File: src/hw/slow_ctrl_pkg.sv
//////////////////////////////////////////////////
// slow control shared definitions
//////////////////////////////////////////////////

package slow_ctrl_pkg;

  ////////////////////////////////////////////////
  // ipbus word and address
  localparam int IPB_DATA_W = 32;                 // ipbus data width
  localparam int IPB_ADDR_W = 24;                 // ipbus address width

  typedef logic [IPB_DATA_W-1:0] ipb_data_t;      // one data word
  typedef logic [IPB_ADDR_W-1:0] ipb_addr_t;      // one address

  ////////////////////////////////////////////////
  // address fields
  localparam int SEL_MSB = 23;                    // top nibble picks the peer
  localparam int SEL_LSB = 20;
  localparam int IDX_MSB = 3;                     // low nibble picks the register
  localparam int IDX_LSB = 0;                     // bits 19..4 are don't care

  typedef logic [SEL_MSB-SEL_LSB:0] slave_sel_t;  // peer select field
  typedef logic [IDX_MSB-IDX_LSB:0] reg_idx_t;    // register index field

  // select values, 0..4 are the channels
  localparam slave_sel_t SEL_CLK_SYNTH = 4'd5;    // adc clock synthesizer
  localparam slave_sel_t SEL_AFE_DAC   = 4'd6;    // afe dac, 7..15 reserved

  // channel register map
  localparam reg_idx_t REG_CTRL    = 4'd0;        // bit 0 is readout pause
  localparam reg_idx_t REG_SCRATCH = 4'd1;        // free read/write
  localparam reg_idx_t REG_ID      = 4'd2;        // channel number, read only

  // serial port register map
  localparam reg_idx_t REG_WORD   = 4'd0;         // programming word, write starts shift
  localparam reg_idx_t REG_STATUS = 4'd1;         // bit 0 busy

  ////////////////////////////////////////////////
  // serial programming words
  typedef logic [31:0] synth_word_t;              // clock synth word
  typedef logic [23:0] dac_word_t;                // afe dac word

endpackage

File: src/hw/ipb_io_fsm.sv
//////////////////////////////////////////////////
// ipbus handshake state machine
//////////////////////////////////////////////////
`timescale 1ns/10ps

module ipb_io_fsm (
  input  logic ipb_clk,      // ipbus clock
  input  logic arst_n,       // async reset, active low
  input  logic ipb_strobe,   // bus cycle request
  input  logic ipb_write,    // 1 = write, 0 = read
  input  logic io_rd_ack,    // read data ready, from arbiter
  output logic io_sync,      // operation in progress
  output logic io_rd_en,     // read operation
  output logic io_wr_en,     // one cycle write enable
  output logic ipb_ack       // one cycle ack to ipbus
);

  typedef enum logic [2:0] {
    ST_IDLE,                 // waiting for strobe
    ST_WRITE,                // fixed two cycle write
    ST_READ_WAIT,            // waiting for read ack
    ST_ACK,                  // ack pulse out
    ST_RELEASE               // wait for strobe to drop
  } state_t;

  state_t state;
  logic   wr_cnt;            // second write cycle flag

  always_ff @(posedge ipb_clk or negedge arst_n) begin
    if (!arst_n) begin
      state    <= ST_IDLE;
      wr_cnt   <= 1'b0;
      io_sync  <= 1'b0;
      io_rd_en <= 1'b0;
      io_wr_en <= 1'b0;
      ipb_ack  <= 1'b0;
    end else begin
      case (state)
        ST_IDLE: begin
          wr_cnt <= 1'b0;
          if (ipb_strobe) begin                   // cycle 0
            io_sync  <= 1'b1;
            io_wr_en <= ipb_write;
            io_rd_en <= ~ipb_write;
            state    <= ipb_write ? ST_WRITE : ST_READ_WAIT;
          end
        end
        ST_WRITE: begin
          io_wr_en <= 1'b0;                       // peer stored at edge 1
          wr_cnt   <= 1'b1;
          if (wr_cnt) begin                       // edge 2
            io_sync <= 1'b0;
            ipb_ack <= 1'b1;
            state   <= ST_ACK;
          end
        end
        ST_READ_WAIT: begin
          if (io_rd_ack) begin                    // data already in ipb_rdata
            io_sync  <= 1'b0;
            io_rd_en <= 1'b0;
            ipb_ack  <= 1'b1;
            state    <= ST_ACK;
          end
        end
        ST_ACK: begin
          ipb_ack <= 1'b0;                        // single cycle ack
          state   <= ST_RELEASE;
        end
        ST_RELEASE: begin
          if (!ipb_strobe) state <= ST_IDLE;      // master dropped strobe
        end
        default: state <= ST_IDLE;
      endcase
    end
  end

endmodule

File: src/hw/slave_bus_arbiter.sv
//////////////////////////////////////////////////
// peer select and read data arbiter
//////////////////////////////////////////////////
`timescale 1ns/10ps

module slave_bus_arbiter import slow_ctrl_pkg::*; #(
  parameter int N_CHAN = 5                        // number of channel blocks
) (
  input  logic                     ipb_clk,
  input  logic                     arst_n,
  input  slave_sel_t               slave_sel,     // top nibble of address
  input  logic                     io_sync,
  input  logic                     io_rd_en,
  output logic [N_CHAN+1:0]        io_sel,        // chans, then synth, then dac
  input  ipb_data_t [N_CHAN-1:0]   chan_rd_data,
  input  logic [N_CHAN-1:0]        chan_rd_ack,
  input  ipb_data_t                synth_rd_data,
  input  ipb_data_t                dac_rd_data,
  input  logic                     synth_rd_ack,
  input  logic                     dac_rd_ack,
  output logic                     io_rd_ack,     // to state machine
  output ipb_data_t                ipb_rdata      // read data to ipbus
);

  logic sel_reserved;        // no peer behind this select
  logic rsv_hit;             // reserved read, lines up with peer acks
  logic any_ack;             // some peer has data
  logic rd_cycle;            // read in progress

  ////////////////////////////////////////////////
  // one-hot decode of the select field
  always_comb begin
    io_sel = '0;
    for (int k = 0; k < N_CHAN; k++) begin
      io_sel[k] = (slave_sel == slave_sel_t'(k));
    end
    io_sel[N_CHAN]   = (slave_sel == SEL_CLK_SYNTH);
    io_sel[N_CHAN+1] = (slave_sel == SEL_AFE_DAC);
  end

  assign sel_reserved = ~|io_sel;
  assign rd_cycle     = io_sync & io_rd_en;
  assign any_ack      = |chan_rd_ack | synth_rd_ack | dac_rd_ack | rsv_hit;

  ////////////////////////////////////////////////
  // ack combining
  always_ff @(posedge ipb_clk or negedge arst_n) begin
    if (!arst_n) begin
      rsv_hit   <= 1'b0;
      io_rd_ack <= 1'b0;
    end else begin
      rsv_hit   <= rd_cycle & sel_reserved;      // answers in place of a peer
      io_rd_ack <= rd_cycle & any_ack;           // edge 2 of a read
    end
  end

  ////////////////////////////////////////////////
  // read data steering, holds until next read
  always_ff @(posedge ipb_clk) begin
    if (rd_cycle) begin
      if (rsv_hit) ipb_rdata <= '0;              // reserved space reads zero
      for (int k = 0; k < N_CHAN; k++) begin
        if (chan_rd_ack[k]) ipb_rdata <= chan_rd_data[k];
      end
      if (synth_rd_ack) ipb_rdata <= synth_rd_data;
      if (dac_rd_ack)   ipb_rdata <= dac_rd_data;
    end
  end

endmodule

File: src/hw/chan_regs.sv
//////////////////////////////////////////////////
// readout channel registers
//////////////////////////////////////////////////
`timescale 1ns/10ps

module chan_regs import slow_ctrl_pkg::*; #(
  parameter int CHAN_ID = 0                       // read back on REG_ID
) (
  input  logic      ipb_clk,
  input  logic      arst_n,
  input  logic      io_sel,          // this channel addressed
  input  logic      io_sync,         // operation in progress
  input  logic      io_rd_en,        // read operation
  input  logic      io_wr_en,        // one cycle write strobe
  input  reg_idx_t  reg_idx,         // register inside the channel
  input  ipb_data_t wr_data,         // write data
  output ipb_data_t rd_data,         // registered read data
  output logic      rd_ack,          // read data valid
  output logic      readout_pause    // stop the channel sending data
);

  ipb_data_t ctrl_reg;       // control, bit 0 pause
  ipb_data_t scratch_reg;    // scratch
  logic      wr_hit;
  logic      rd_hit;

  assign wr_hit = io_sel & io_sync & io_wr_en;
  assign rd_hit = io_sel & io_sync & io_rd_en;

  ////////////////////////////////////////////////
  // writable registers
  always_ff @(posedge ipb_clk or negedge arst_n) begin
    if (!arst_n) begin
      ctrl_reg    <= '0;
      scratch_reg <= '0;
    end else if (wr_hit) begin
      case (reg_idx)
        REG_CTRL:    ctrl_reg    <= wr_data;
        REG_SCRATCH: scratch_reg <= wr_data;
        default: ;                                // id and unmapped ignore writes
      endcase
    end
  end

  assign readout_pause = ctrl_reg[0];

  // ack one cycle after a selected read
  always_ff @(posedge ipb_clk or negedge arst_n) begin
    if (!arst_n) rd_ack <= 1'b0;
    else         rd_ack <= rd_hit;
  end

  // readback mux
  always_ff @(posedge ipb_clk) begin
    if (rd_hit) begin
      case (reg_idx)
        REG_CTRL:    rd_data <= ctrl_reg;
        REG_SCRATCH: rd_data <= scratch_reg;
        REG_ID:      rd_data <= ipb_data_t'(CHAN_ID);
        default:     rd_data <= '0;              // unmapped index
      endcase
    end
  end

endmodule

File: src/hw/serial_prog_port.sv
//////////////////////////////////////////////////
// serial programming port
//////////////////////////////////////////////////
`timescale 1ns/10ps

module serial_prog_port import slow_ctrl_pkg::*; #(
  parameter type word_t          = synth_word_t,  // programming word
  parameter int  SCLK_DIV        = 4,             // ipb_clk cycles per sclk half period
  parameter bit  FRAME_ACTIVE_LOW = 1'b0          // 1 = frame low while shifting
) (
  input  logic      ipb_clk,
  input  logic      arst_n,
  input  logic      io_sel,          // this port addressed
  input  logic      io_sync,
  input  logic      io_rd_en,
  input  logic      io_wr_en,
  input  reg_idx_t  reg_idx,
  input  ipb_data_t wr_data,
  output ipb_data_t rd_data,
  output logic      rd_ack,
  output logic      sclk,            // serial clock to chip
  output logic      sdo,             // serial data, msb first
  output logic      frame            // enable / sync level
);

  localparam int W  = $bits(word_t);              // bits per shift
  localparam int DW = $clog2(SCLK_DIV + 1);       // divider counter width
  localparam int BW = $clog2(W);                  // bit counter width

  localparam logic [DW-1:0] DIV_LAST = DW'(SCLK_DIV - 1);
  localparam logic [BW-1:0] BIT_LAST = BW'(W - 1);

  word_t           word_reg;         // last accepted word, for readback
  word_t           shift_reg;        // msb goes out on sdo
  logic            busy;             // shift in progress
  logic [DW-1:0]   div_cnt;          // half period counter
  logic [BW-1:0]   bit_cnt;          // bits already sent
  logic            half_end;         // end of an sclk half period
  logic            word_wr;          // accepted write to REG_WORD
  logic            rd_hit;

  assign word_wr  = io_sel & io_sync & io_wr_en & (reg_idx == REG_WORD) & ~busy;
  assign rd_hit   = io_sel & io_sync & io_rd_en;
  assign half_end = busy & (div_cnt == DIV_LAST);

  ////////////////////////////////////////////////
  // shift sequencer
  always_ff @(posedge ipb_clk or negedge arst_n) begin
    if (!arst_n) begin
      busy    <= 1'b0;
      sclk    <= 1'b0;
      div_cnt <= '0;
      bit_cnt <= '0;
    end else if (!busy) begin
      if (word_wr) begin                          // start a frame
        busy    <= 1'b1;
        div_cnt <= '0;
        bit_cnt <= '0;
        sclk    <= 1'b0;
      end
    end else if (half_end) begin
      div_cnt <= '0;
      sclk    <= ~sclk;
      if (sclk) begin                             // falling edge, next bit
        if (bit_cnt == BIT_LAST) busy <= 1'b0;    // last bit done
        else bit_cnt <= bit_cnt + 1'b1;
      end
    end else begin
      div_cnt <= div_cnt + 1'b1;
    end
  end

  // word and shift payload
  always_ff @(posedge ipb_clk) begin
    if (word_wr) begin
      word_reg  <= word_t'(wr_data[W-1:0]);
      shift_reg <= word_t'(wr_data[W-1:0]);
    end else if (half_end && sclk) begin
      shift_reg <= shift_reg << 1;                // data moves on falling sclk
    end
  end

  assign sdo   = busy & shift_reg[W-1];
  assign frame = FRAME_ACTIVE_LOW ? ~busy : busy;

  ////////////////////////////////////////////////
  // register readback
  always_ff @(posedge ipb_clk or negedge arst_n) begin
    if (!arst_n) rd_ack <= 1'b0;
    else         rd_ack <= rd_hit;
  end

  always_ff @(posedge ipb_clk) begin
    if (rd_hit) begin
      case (reg_idx)
        REG_WORD:   rd_data <= ipb_data_t'(word_reg);  // zero extended
        REG_STATUS: rd_data <= ipb_data_t'(busy);
        default:    rd_data <= '0;
      endcase
    end
  end

endmodule

File: src/hw/slow_ctrl_top.sv
//////////////////////////////////////////////////
// slow control ipbus slave top
//////////////////////////////////////////////////
`timescale 1ns/10ps

module slow_ctrl_top import slow_ctrl_pkg::*; #(
  parameter int N_CHAN   = 5,                     // channel register blocks
  parameter int SCLK_DIV = 4                      // serial clock divider
) (
  input  logic              ipb_clk,
  input  logic              arst_n,
  input  logic              ipb_strobe,
  input  ipb_addr_t         ipb_addr,
  input  logic              ipb_write,
  input  ipb_data_t         ipb_wdata,
  output ipb_data_t         ipb_rdata,
  output logic              ipb_ack,
  output logic [N_CHAN-1:0] readout_pause,         // one per channel
  output logic              adcclk_dclk,           // clock synth serial port
  output logic              adcclk_ddat,
  output logic              adcclk_dlen,
  output logic              afe_dac_sclk,          // afe dac serial port
  output logic              afe_dac_sdi,
  output logic              afe_dac_sync_n
);

  logic                   io_sync, io_rd_en, io_wr_en, io_rd_ack;
  logic [N_CHAN+1:0]      io_sel;                  // one per peer
  ipb_data_t [N_CHAN-1:0] chan_rd_data;
  logic [N_CHAN-1:0]      chan_rd_ack;
  ipb_data_t              synth_rd_data, dac_rd_data;
  logic                   synth_rd_ack, dac_rd_ack;

  ////////////////////////////////////////////////
  // bus handshake and arbitration
  ipb_io_fsm ipb_io_fsm (
    .ipb_clk(ipb_clk), .arst_n(arst_n),
    .ipb_strobe(ipb_strobe), .ipb_write(ipb_write),
    .io_rd_ack(io_rd_ack),
    .io_sync(io_sync), .io_rd_en(io_rd_en), .io_wr_en(io_wr_en),
    .ipb_ack(ipb_ack)
  );

  slave_bus_arbiter #(.N_CHAN(N_CHAN)) slave_bus_arbiter (
    .ipb_clk(ipb_clk), .arst_n(arst_n),
    .slave_sel(ipb_addr[SEL_MSB:SEL_LSB]),         // top nibble only
    .io_sync(io_sync), .io_rd_en(io_rd_en), .io_sel(io_sel),
    .chan_rd_data(chan_rd_data), .chan_rd_ack(chan_rd_ack),
    .synth_rd_data(synth_rd_data), .dac_rd_data(dac_rd_data),
    .synth_rd_ack(synth_rd_ack), .dac_rd_ack(dac_rd_ack),
    .io_rd_ack(io_rd_ack), .ipb_rdata(ipb_rdata)
  );

  ////////////////////////////////////////////////
  // channel register blocks
  for (genvar k = 0; k < N_CHAN; k++) begin : g_chan
    chan_regs #(.CHAN_ID(k)) chan (
      .ipb_clk(ipb_clk), .arst_n(arst_n),
      .io_sel(io_sel[k]), .io_sync(io_sync),
      .io_rd_en(io_rd_en), .io_wr_en(io_wr_en),
      .reg_idx(ipb_addr[IDX_MSB:IDX_LSB]), .wr_data(ipb_wdata),
      .rd_data(chan_rd_data[k]), .rd_ack(chan_rd_ack[k]),
      .readout_pause(readout_pause[k])
    );
  end

  ////////////////////////////////////////////////
  // serial programming ports
  serial_prog_port #(
    .word_t(synth_word_t), .SCLK_DIV(SCLK_DIV), .FRAME_ACTIVE_LOW(1'b0)
  ) clock_synth (
    .ipb_clk(ipb_clk), .arst_n(arst_n),
    .io_sel(io_sel[N_CHAN]), .io_sync(io_sync),
    .io_rd_en(io_rd_en), .io_wr_en(io_wr_en),
    .reg_idx(ipb_addr[IDX_MSB:IDX_LSB]), .wr_data(ipb_wdata),
    .rd_data(synth_rd_data), .rd_ack(synth_rd_ack),
    .sclk(adcclk_dclk), .sdo(adcclk_ddat), .frame(adcclk_dlen)  // dlen high while shifting
  );

  serial_prog_port #(
    .word_t(dac_word_t), .SCLK_DIV(SCLK_DIV), .FRAME_ACTIVE_LOW(1'b1)
  ) afe_dac (
    .ipb_clk(ipb_clk), .arst_n(arst_n),
    .io_sel(io_sel[N_CHAN+1]), .io_sync(io_sync),
    .io_rd_en(io_rd_en), .io_wr_en(io_wr_en),
    .reg_idx(ipb_addr[IDX_MSB:IDX_LSB]), .wr_data(ipb_wdata),
    .rd_data(dac_rd_data), .rd_ack(dac_rd_ack),
    .sclk(afe_dac_sclk), .sdo(afe_dac_sdi), .frame(afe_dac_sync_n)  // sync_n low while shifting
  );

endmodule

File: config.mk
export PLATFORM = sky130hd
export DESIGN_NAME = slow_ctrl_top
export DESIGN_NICKNAME = d
export VERILOG_FILES = /design/src/hw/slow_ctrl_pkg.sv /design/src/hw/ipb_io_fsm.sv /design/src/hw/slave_bus_arbiter.sv /design/src/hw/chan_regs.sv /design/src/hw/serial_prog_port.sv /design/src/hw/slow_ctrl_top.sv
export SDC_FILE = /design/constraint.sdc
export NUM_CORES = 1
export LEC_CHECK = 0
export BUFFER_PORTS_ARGS = -buffer_cell sky130_fd_sc_hd__buf_2
export CAP_MARGIN = 20
export CORE_AREA = 8 8 351 353
export DETAILED_ROUTE_END_ITERATION = 12
export DIE_AREA = 0 0 359 361
export GPL_ROUTABILITY_DRIVEN = 0
export SLEW_MARGIN = 20
export SYNTH_ARGS = -nofsm -noshare
export SYNTH_HDL_FRONTEND = slang
export SYNTH_SLANG_ARGS = --single-unit
File: constraint.sdc
create_clock -name ipb_clk -period 4.5 [get_ports ipb_clk]
set_input_delay 1.35 -clock ipb_clk [delete_from_list [all_inputs] [get_ports ipb_clk]]
set_output_delay 1.35 -clock ipb_clk [all_outputs]
set_load 0.05 [all_outputs]
-- Word level (Yosys, flattened, before mapping)
Cells that the tools add are included.
- add/subtract/negate cells: 4
- equality and inequality tests: 26
- multiplexer cells: 69
- bitwise logic cells: 40
- reductions and logical operators: 37
- operators with widths (kind ; count):
    case mux 32 bit (3 select lines) ; 4
    two-way mux 32 bit ; 10
    case mux 32 bit (2 select lines) ; 2
    two-way mux 5 bit ; 10
    two-way mux 24 bit ; 2
    case mux 24 bit (2 select lines) ; 1
    bitwise AND 1 bit ; 32
    two-way mux 3 bit ; 10
    AND reduction 2 bit ; 14
    two-way mux 1 bit ; 23
    AND reduction 4 bit ; 4
    case mux 3 bit (5 select lines) ; 1
    == test 3 x 2 -> 1 bit, second input constant ; 4
    == test 4 x 2 -> 1 bit, second input constant ; 3
    == test 4 x 3 -> 1 bit, second input constant ; 3
    != test 2 bit, second input constant ; 6
    nonzero test 2 bit ; 6
    adder 5 x 1 -> 5 bit, second input constant ; 2
    == test 5 bit, second input constant ; 2
    == test 4 x 1 -> 1 bit, second input constant ; 2
    logical NOT 4 bit ; 2
    != test 2 x 1 -> 1 bit, second input constant ; 4
    nonzero test 8 bit ; 1
    OR reduction 7 bit ; 1
    other kinds (14) ; 27
- register bits after elaboration: 725
- input port bits: 60
- output and inout bits: 44
- logic and storage cells: 221

-- Logic depth before layout (Yosys ltp)
Gate-level depths: netlist of run 1.
- depth in word-level cells: 8
- depth in mapped cells: 8
- gate-level depth less buffers: 7

-- By module
Synthesis of run 1 repeated with hierarchy kept, for this count alone.
- cell total of the unflattened synthesis: 1786
- area, all modules: 29349.4 um^2
- modules (own cells, without submodules) (module ; times used ; cells an instance ; area an instance (um^2) ; seq. area each (um^2)):
    chan_regs at g_chan[1].chan ... ; 3 ; 214 ; 3757.4 ; 2587.5
    serial_prog_port at clock_synth ; 1 ; 225 ; 4231.6 ; 3158.0
    chan_regs at g_chan[3].chan ; 1 ; 216 ; 3762.4 ; 2587.5
    chan_regs at g_chan[0].chan ; 1 ; 212 ; 3757.4 ; 2587.5
    serial_prog_port at afe_dac ; 1 ; 190 ; 3300.7 ; 2437.3
    slave_bus_arbiter ; 1 ; 263 ; 2566.2 ; 1011.0
    ipb_io_fsm ; 1 ; 38 ; 459.2 ; 200.2

-- Least setup slack after synthesis of run 1
Ideal clock, no wire load.
- path kind: input to register
- from: input ipb_addr[23]
- to: register g_chan[4].chan.rd_data[0], enable pin
- library setup time: 0.463 ns
- data arrival time: 3.809 ns
- data required time: 4.037 ns
- setup slack: 0.227 ns
- stages on the path: 2
- buffers on the path: 0
- path through: nand4b_1 nor3_1
- longest elaborated chain between the ends: 3
- RTL lines (element ; line ; source):
    start, declared ; slow_ctrl_top.sv:13 ; input ipb_addr_t ipb_addr,
    == test 4 x 3 -> 1 bit ; slave_bus_arbiter.sv:35 ; io_sel[k] = (slave_sel == slave_sel_t'(k));
    bitwise AND 1 bit (2 in series) ; chan_regs.sv:28 ; assign rd_hit = io_sel & io_sync & io_rd_en;
    named net g_chan[4].chan.rd_hit ; chan_regs.sv:25 ; logic rd_hit;
    end signal, assigned ; chan_regs.sv:57 ; REG_CTRL: rd_data <= ctrl_reg;
    end signal, assigned ; chan_regs.sv:58 ; REG_SCRATCH: rd_data <= scratch_reg;
    end signal, assigned ; chan_regs.sv:59 ; REG_ID: rd_data <= ipb_data_t'(CHAN_ID);
    end, declared ; chan_regs.sv:17 ; output ipb_data_t rd_data,
The timed path passes the listed nets, and every way through them passes these cells.
A chain may end at the register's enable or synchronous reset.

-- Worst setup path in the final report of run 1
- from: register afe_dac.busy
- to: output afe_dac_sdi
- longest elaborated chain between the ends: 1
- RTL lines (element ; line ; source):
    start, declared ; serial_prog_port.sv:35 ; logic busy;
    start signal, assigned ; serial_prog_port.sv:50 ; busy <= 1'b0;
    start signal, assigned ; serial_prog_port.sv:56 ; busy <= 1'b1;
    start signal, assigned ; serial_prog_port.sv:65 ; if (bit_cnt == BIT_LAST) busy <= 1'b0;
    bitwise AND 1 bit ; serial_prog_port.sv:83 ; assign sdo = busy & shift_reg[W-1];
    end, declared ; slow_ctrl_top.sv:23 ; output logic afe_dac_sdi,
No other way between the ends.

==> run_results.csv, run 1 <==
group,metric,value,unit
global_routing,overflow,0,
pwr,p_leak,14.2,nW
final_layout,finalInstanceArea,34000,µm²
timing,tns,0,ns
clocking,post_cts_buffers,0,
global_routing,grt_pass1_wl,110,mm
timing,fin_crit_sh,75.3,%
flow_run,maxCapViolations,0,
synth,yosysTopAreaCell,"edfxtp_1",
final_layout,fill_cells,11600,
run_status,outcome,"completed",
timing,fmax,295,MHz
final_layout,seq_area,19800,µm²
critical_path,cp-end-kind,"output pin",
clocking,cts_sinks,717,
floorplanning,core,117000,µm²
synth,ys_types,54,
floorplanning,die_h,361,µm
global_routing,track_usage,10.9,%
timing,worstMarginPinSlew,1.04,ns
synth,async_reset_ff_share,49.8,%
placement,hpwl,43.2,mm
timing,skew,0.0222,ns
timing,finalHoldViolations,0,
timing,maxSlewHeadroom,29.7,%
floorplanning,dieArea,130000,µm²
clocking,cts_hold_buf,0,
final_layout,area_delta_synth_final,16.7,%
placement,postPlaceCellArea,31500,µm²
timing,drv_slew,0,
min_path,hp-class,"register to register",
pwr,irDropWorstVdd,0.254,mV
synth,synthFlopType,"edfxtp_1",
clocking,cts_made_buffers,77,
critical_path,path_class,"register to output pin",
floorplanning,io-pin-count,104,
clocking,htree_num_levels,3,
clocking,cts_tree,"built",
timing,rsz0062_at_grt,"false",
final_layout,drive_above_1_share,26.6,%
synth,ys_top_cells_by_area,"edfxtp_1 37%, dfrtp_1 31%, mux2_2 9.7%",
critical_path,startpoint_type,"register",
final_layout,finish.utilization,28.9,%
final_layout,multi_input_area,8570,µm²
floorplanning,die_x,359,µm
floorplanning,num_rows,126,
synth,synth_edf_count,360,
synth,synth_nets,1982,
clocking,clk_pin_slew,0.06,ns
routing,first_iter_violations,1143,
final_layout,layout.nets,2049,
critical_path,cp.required,3.15,ns
routing,drc,0,
clocking,cts_root_buffer,"clkbuf_16",
synth,syn_area,29100,µm²
routing,drt-wirelength-per-cell,20.1,µm
clocking,clockBufferDepth,3,
synth,synth_seq_cells,717,
routing,vias,16300,
synth,synthCells,1917,
pwr,power_density,424,nW/µm²
routing,vias_per_cell,4.55,
timing,setup_viol,0,
clocking,post_cts_resized,0,
timing,min_period,3.39,ns
critical_path,critPathArrivalTime,2.04,ns
routing,ant_nets,0,
global_routing,grt_max_degree,109,
synth,ys_seq_area_share,67.8,%
global_routing,grt_antenna_before_repair,12,
clocking,clock_latency,0.62,ns
routing,wl,72.1,mm
global_routing,grt_pass1_vias,17000,
synth,ys_warn_count,0,
placement,port_buffers,87,
synth,avgSynthCellArea,15.2,µm²
critical_path,cp_max_fo,14,
floorplanning,start_util,24.8,%
routing,drtPass1Iterations,6,
synth,synth_top_area_share,37.1,%
power breakdown:
group / internal [W] / switching (W)
Clock: 0.00360 / 0.00260
Combinational: 0.000294 / 0.000614
Sequential: 0.00712 / 0.000179
critical path: stages (launching register included):
cell and delay [ns]:
dfrtp_1 0.79, and2_1 0.33, buf_2 0.30
final cells by class:
cell class	count	area share, %
Sequential cell	717	58.1
Multi-Input combinational cell	985	25.2
Clock buffer	123	6.80
Tap cell	1536	5.65
Timing Repair Buffer	149	3.05
Inverter	54	0.596
Clock inverter	21	0.581
Antenna cell	4	0.0294
stage by stage:
step                      instances  total power (W)  setup slack (ns)  hold WS [ns]
final                          3589           0.0144              1.11         0.471
after global routing           3585           0.0149              1.03         0.500
after CTS                      3585           0.0146              1.06         0.477
after detailed placement       3441          0.00836             0.623         0.463
after global placement         3441          0.00834             0.679         0.465
after floorplan                1917          0.00794             0.227         0.463
final timing paths:
check,from,to,slack [ns],cells after the start
max in group asynchronous,arst_n,g_chan[4].chan.ctrl_reg[23],2.67,2
min in group asynchronous,arst_n,afe_dac.bit_cnt[0],0.80,1
setup / recovery,afe_dac.busy,afe_dac_sdi,1.11,2
hold / removal,ipb_io_fsm.ipb_ack,ipb_io_fsm.ipb_ack,0.47,1
setup reg to reg,g_chan[1].chan.rd_ack,slave_bus_arbiter.ipb_rdata[9],1.76,5
hold reg to reg,ipb_io_fsm.ipb_ack,ipb_io_fsm.ipb_ack,0.47,1
layer usage:
metal  vias up  GRT usage (%)  share of wire [%]
met5         -              0              0.018
met3        93           2.13                4.3
met1      8546           14.5                 45
met4         2           2.60                1.9
met2       313           18.5                 49
li1       7377              -                  -
synthesized netlist by cell type (2+ instances only):
library cell / n
edfxtp_1: 360
dfrtp_1: 357
mux2_2: 252
a22o_1: 159
mux2_1: 122
clkbuf_1: 111
and2_1: 61
nand2_1: 58
a21oi_1: 57
inv_1: 54
o21ai_0: 48
a221o_1: 39
nand3b_1: 34
buf_2: 30
o22ai_1: 25
a221oi_1: 24
nor2_1: 22
buf_1: 12
nand3_1: 11
buf_4: 7
nand2b_1: 7
ha_1: 5
and3_1: 4
nand3_2: 4
o31ai_1: 4
xor2_1: 4
a32o_1: 3
mux2i_1: 3
nand4b_1: 3
nor2b_1: 3
nor3_1: 3
o31a_1: 3
or2_2: 3
or4_1: 3
a21o_1: 2
nor3b_1: 2
cells by family (layout without fill, tap and decap cells):
group,count (synthesis),count (layout),share of synthesized area (%)
mux,377,377,14.6
xor+xnor,5,5,0.150
compound gates,367,367,9.61
simple gates,231,231,4.66
buf+inv,215,347,3.02
fa+ha+maj,5,5,0.215
flops,717,717,67.8
other cells,0,4,0
layout by cell type, fill, tap and decap left out, types with 7 or more instances in the layout:
| cell type | instances |
|---|---|
| edfxtp_1 | 360 |
| dfrtp_1 | 352 |
| mux2_2 | 252 |
| a22o_1 | 159 |
| mux2_1 | 122 |
| buf_2 | 86 |
| clkbuf_16 | 78 |
| and2_1 | 57 |
| nand2_1 | 57 |
| a21oi_1 | 56 |
| inv_1 | 54 |
| buf_4 | 52 |
| o21ai_0 | 48 |
| a221o_1 | 39 |
| nand3b_1 | 34 |
| clkbuf_1 | 26 |
| o22ai_1 | 25 |
| a221oi_1 | 24 |
| nor2_1 | 20 |
| clkbuf_8 | 19 |
| buf_12 | 10 |
| nand3_2 | 9 |
| clkinv_2 | 8 |
| nand2b_1 | 7 |
No activity file was read; power rests on OpenSTA's default activity.
==> run 2, diff against run 1 <==
clock period = 2.9 ns   (was 4.5 ns; I/O delays follow)
==> run_results.csv, run 2 (synthesis results as in run 1) <==
group,metric,value,unit
pwr,irDropWorstVdd,0.403,mV
min_path,hp-class,"input port to async pin",
routing,vias,16500,
floorplanning,num_rows,126,
final_layout,layout.nets,2066,
timing,min_period,2.61,ns
final_layout,area_delta_synth_final,17.7,%
critical_path,cp_max_fo,14,
routing,wl,72.9,mm
global_routing,grt_pass1_vias,16900,
timing,tns,0,ns
placement,postPlaceCellArea,32000,µm²
global_routing,grt_max_degree,71,
placement,port_buffers,87,
routing,drc,0,
critical_path,cp.required,2.03,ns
floorplanning,io-pin-count,104,
final_layout,final_cell_mix,"360 x edfxtp_1, 352 x dfrtp_1, 252 x mux2_2",
critical_path,critPathArrivalTime,1.74,ns
floorplanning,core,117000,µm²
floorplanning,dieArea,130000,µm²
clocking,cts_made_buffers,71,
clocking,cts_sinks,717,
global_routing,grt_pass1_wl,110,mm
routing,drtPass1Iterations,5,
timing,worstMarginPinSlew,0.810,ns
clocking,clockBufferDepth,3,
clocking,cts_hold_buf,0,
clocking,cts_tree,"built",
critical_path,cp-end-kind,"output pin",
routing,first_iter_violations,998,
timing,setup_viol,0,
critical_path,path_class,"register to output pin",
floorplanning,start_util,24.8,%
final_layout,drive_above_1_share,27.2,%
global_routing,grt_antenna_before_repair,8,
timing,maxSlewHeadroom,45.7,%
critical_path,slowest_delay,0.62,ns
pwr,p_leak,14.3,nW
global_routing,track_usage,11.0,%
pwr,power_density,640,nW/µm²
floorplanning,die_h,361,µm
routing,vias_per_cell,4.57,
timing,fmax,383,MHz
critical_path,crit_chain,"and2_1 -> buf_2",
flow_run,maxCapViolations,0,
timing,rsz0062_at_grt,"false",
critical_path,startpoint_type,"register",
routing,ant_nets,0,
final_layout,finalInstanceArea,34300,µm²
routing,drt-wirelength-per-cell,20.3,µm
final_layout,final_common_cell,"edfxtp_1",
clocking,htree_num_levels,3,
run_status,outcome,"completed",
clocking,post_cts_buffers,0,
clocking,post_cts_resized,0,
timing,skew,0.0254,ns
floorplanning,die_x,359,µm
critical_path,critPathBufInv,1,
critical_path,crit_slowest_cell,"dfrtp_1",
timing,drv_slew,0,
final_layout,fill_cells,11600,
clocking,clk_pin_slew,0.07,ns
timing,fin_crit_sh,90.1,%
clocking,cts_root_buffer,"clkbuf_16",
clocking,clock_latency,0.63,ns
critical_path,crit_family,"flip-flops",
global_routing,overflow,0,
timing,finalHoldViolations,0,
placement,hpwl,43.5,mm
[run 2: changes by cell type in the layout (fill, tap and decap cells not counted), sizes merged]
cell,previous run,this run
diode,4,3
clkbuf,123,106
bufinv,1,3
inv,55,62
buf,149,172
clkinv,18,14
[run 2: final timing paths]
kind	cells after the start	startpoint	slack [ns]	endpoint
max in group asynchronous	2	arst_n	1.87	g_chan[4].chan.ctrl_reg[13]
worst max-delay path	2	afe_dac.busy	0.29	afe_dac_sdi
min in group ipb_clk	1	ipb_io_fsm.ipb_ack	0.47	ipb_io_fsm.ipb_ack
worst min register to register	1	ipb_io_fsm.ipb_ack	0.47	ipb_io_fsm.ipb_ack
worst max register to register	6	ipb_io_fsm.io_wr_en	0.68	clock_synth.shift_reg[10]
worst min-delay path	1	arst_n	0.22	g_chan[2].chan.scratch_reg[30]
[run 2: final cells by class]
| type | count | area, µm² | share of cell area (%) |
|---|---|---|---|
| repair buffers | 172 | 1520 | 4.44 |
| well taps | 1536 | 1920 | 5.60 |
| multi-input cells | 985 | 8580 | 25.0 |
| clock buffers | 106 | 2050 | 5.98 |
| diodes | 3 | 7.51 | 0.0219 |
| clock inverters | 26 | 260 | 0.759 |
| flip-flops and latches | 717 | 19800 | 57.6 |
| inverters | 54 | 203 | 0.591 |
[run 2: where the power goes]
part	internal, W	switching (W)
combinational	0.000498	0.000989
sequential	0.0110	0.000243
clock	0.00522	0.00395
total	0.0168	0.00518
[run 2: per-layer routing]
metal,vias to the layer above,track usage [%],wire length [µm]
met2,277,19.1,36100
met3,123,1.71,2740
li1,7416,-,-
met1,8631,13.9,31800
met4,4,3.93,2220
met5,-,0,26
[run 2: stage by stage]
step	instances	hold slack, ns	total power, W	util, %	setup WS (ns)
after floorplan	1917	0.463	0.0123	-	-0.156
after global placement	3464	0.457	0.0130	27.2	0.116
after detailed placement	3464	0.464	0.0130	27.2	0.0983
after CTS	3596	0.213	0.0222	29.2	0.212
after global routing	3597	0.241	0.0227	29.2	0.201
final	3599	0.218	0.0219	29.2	0.286
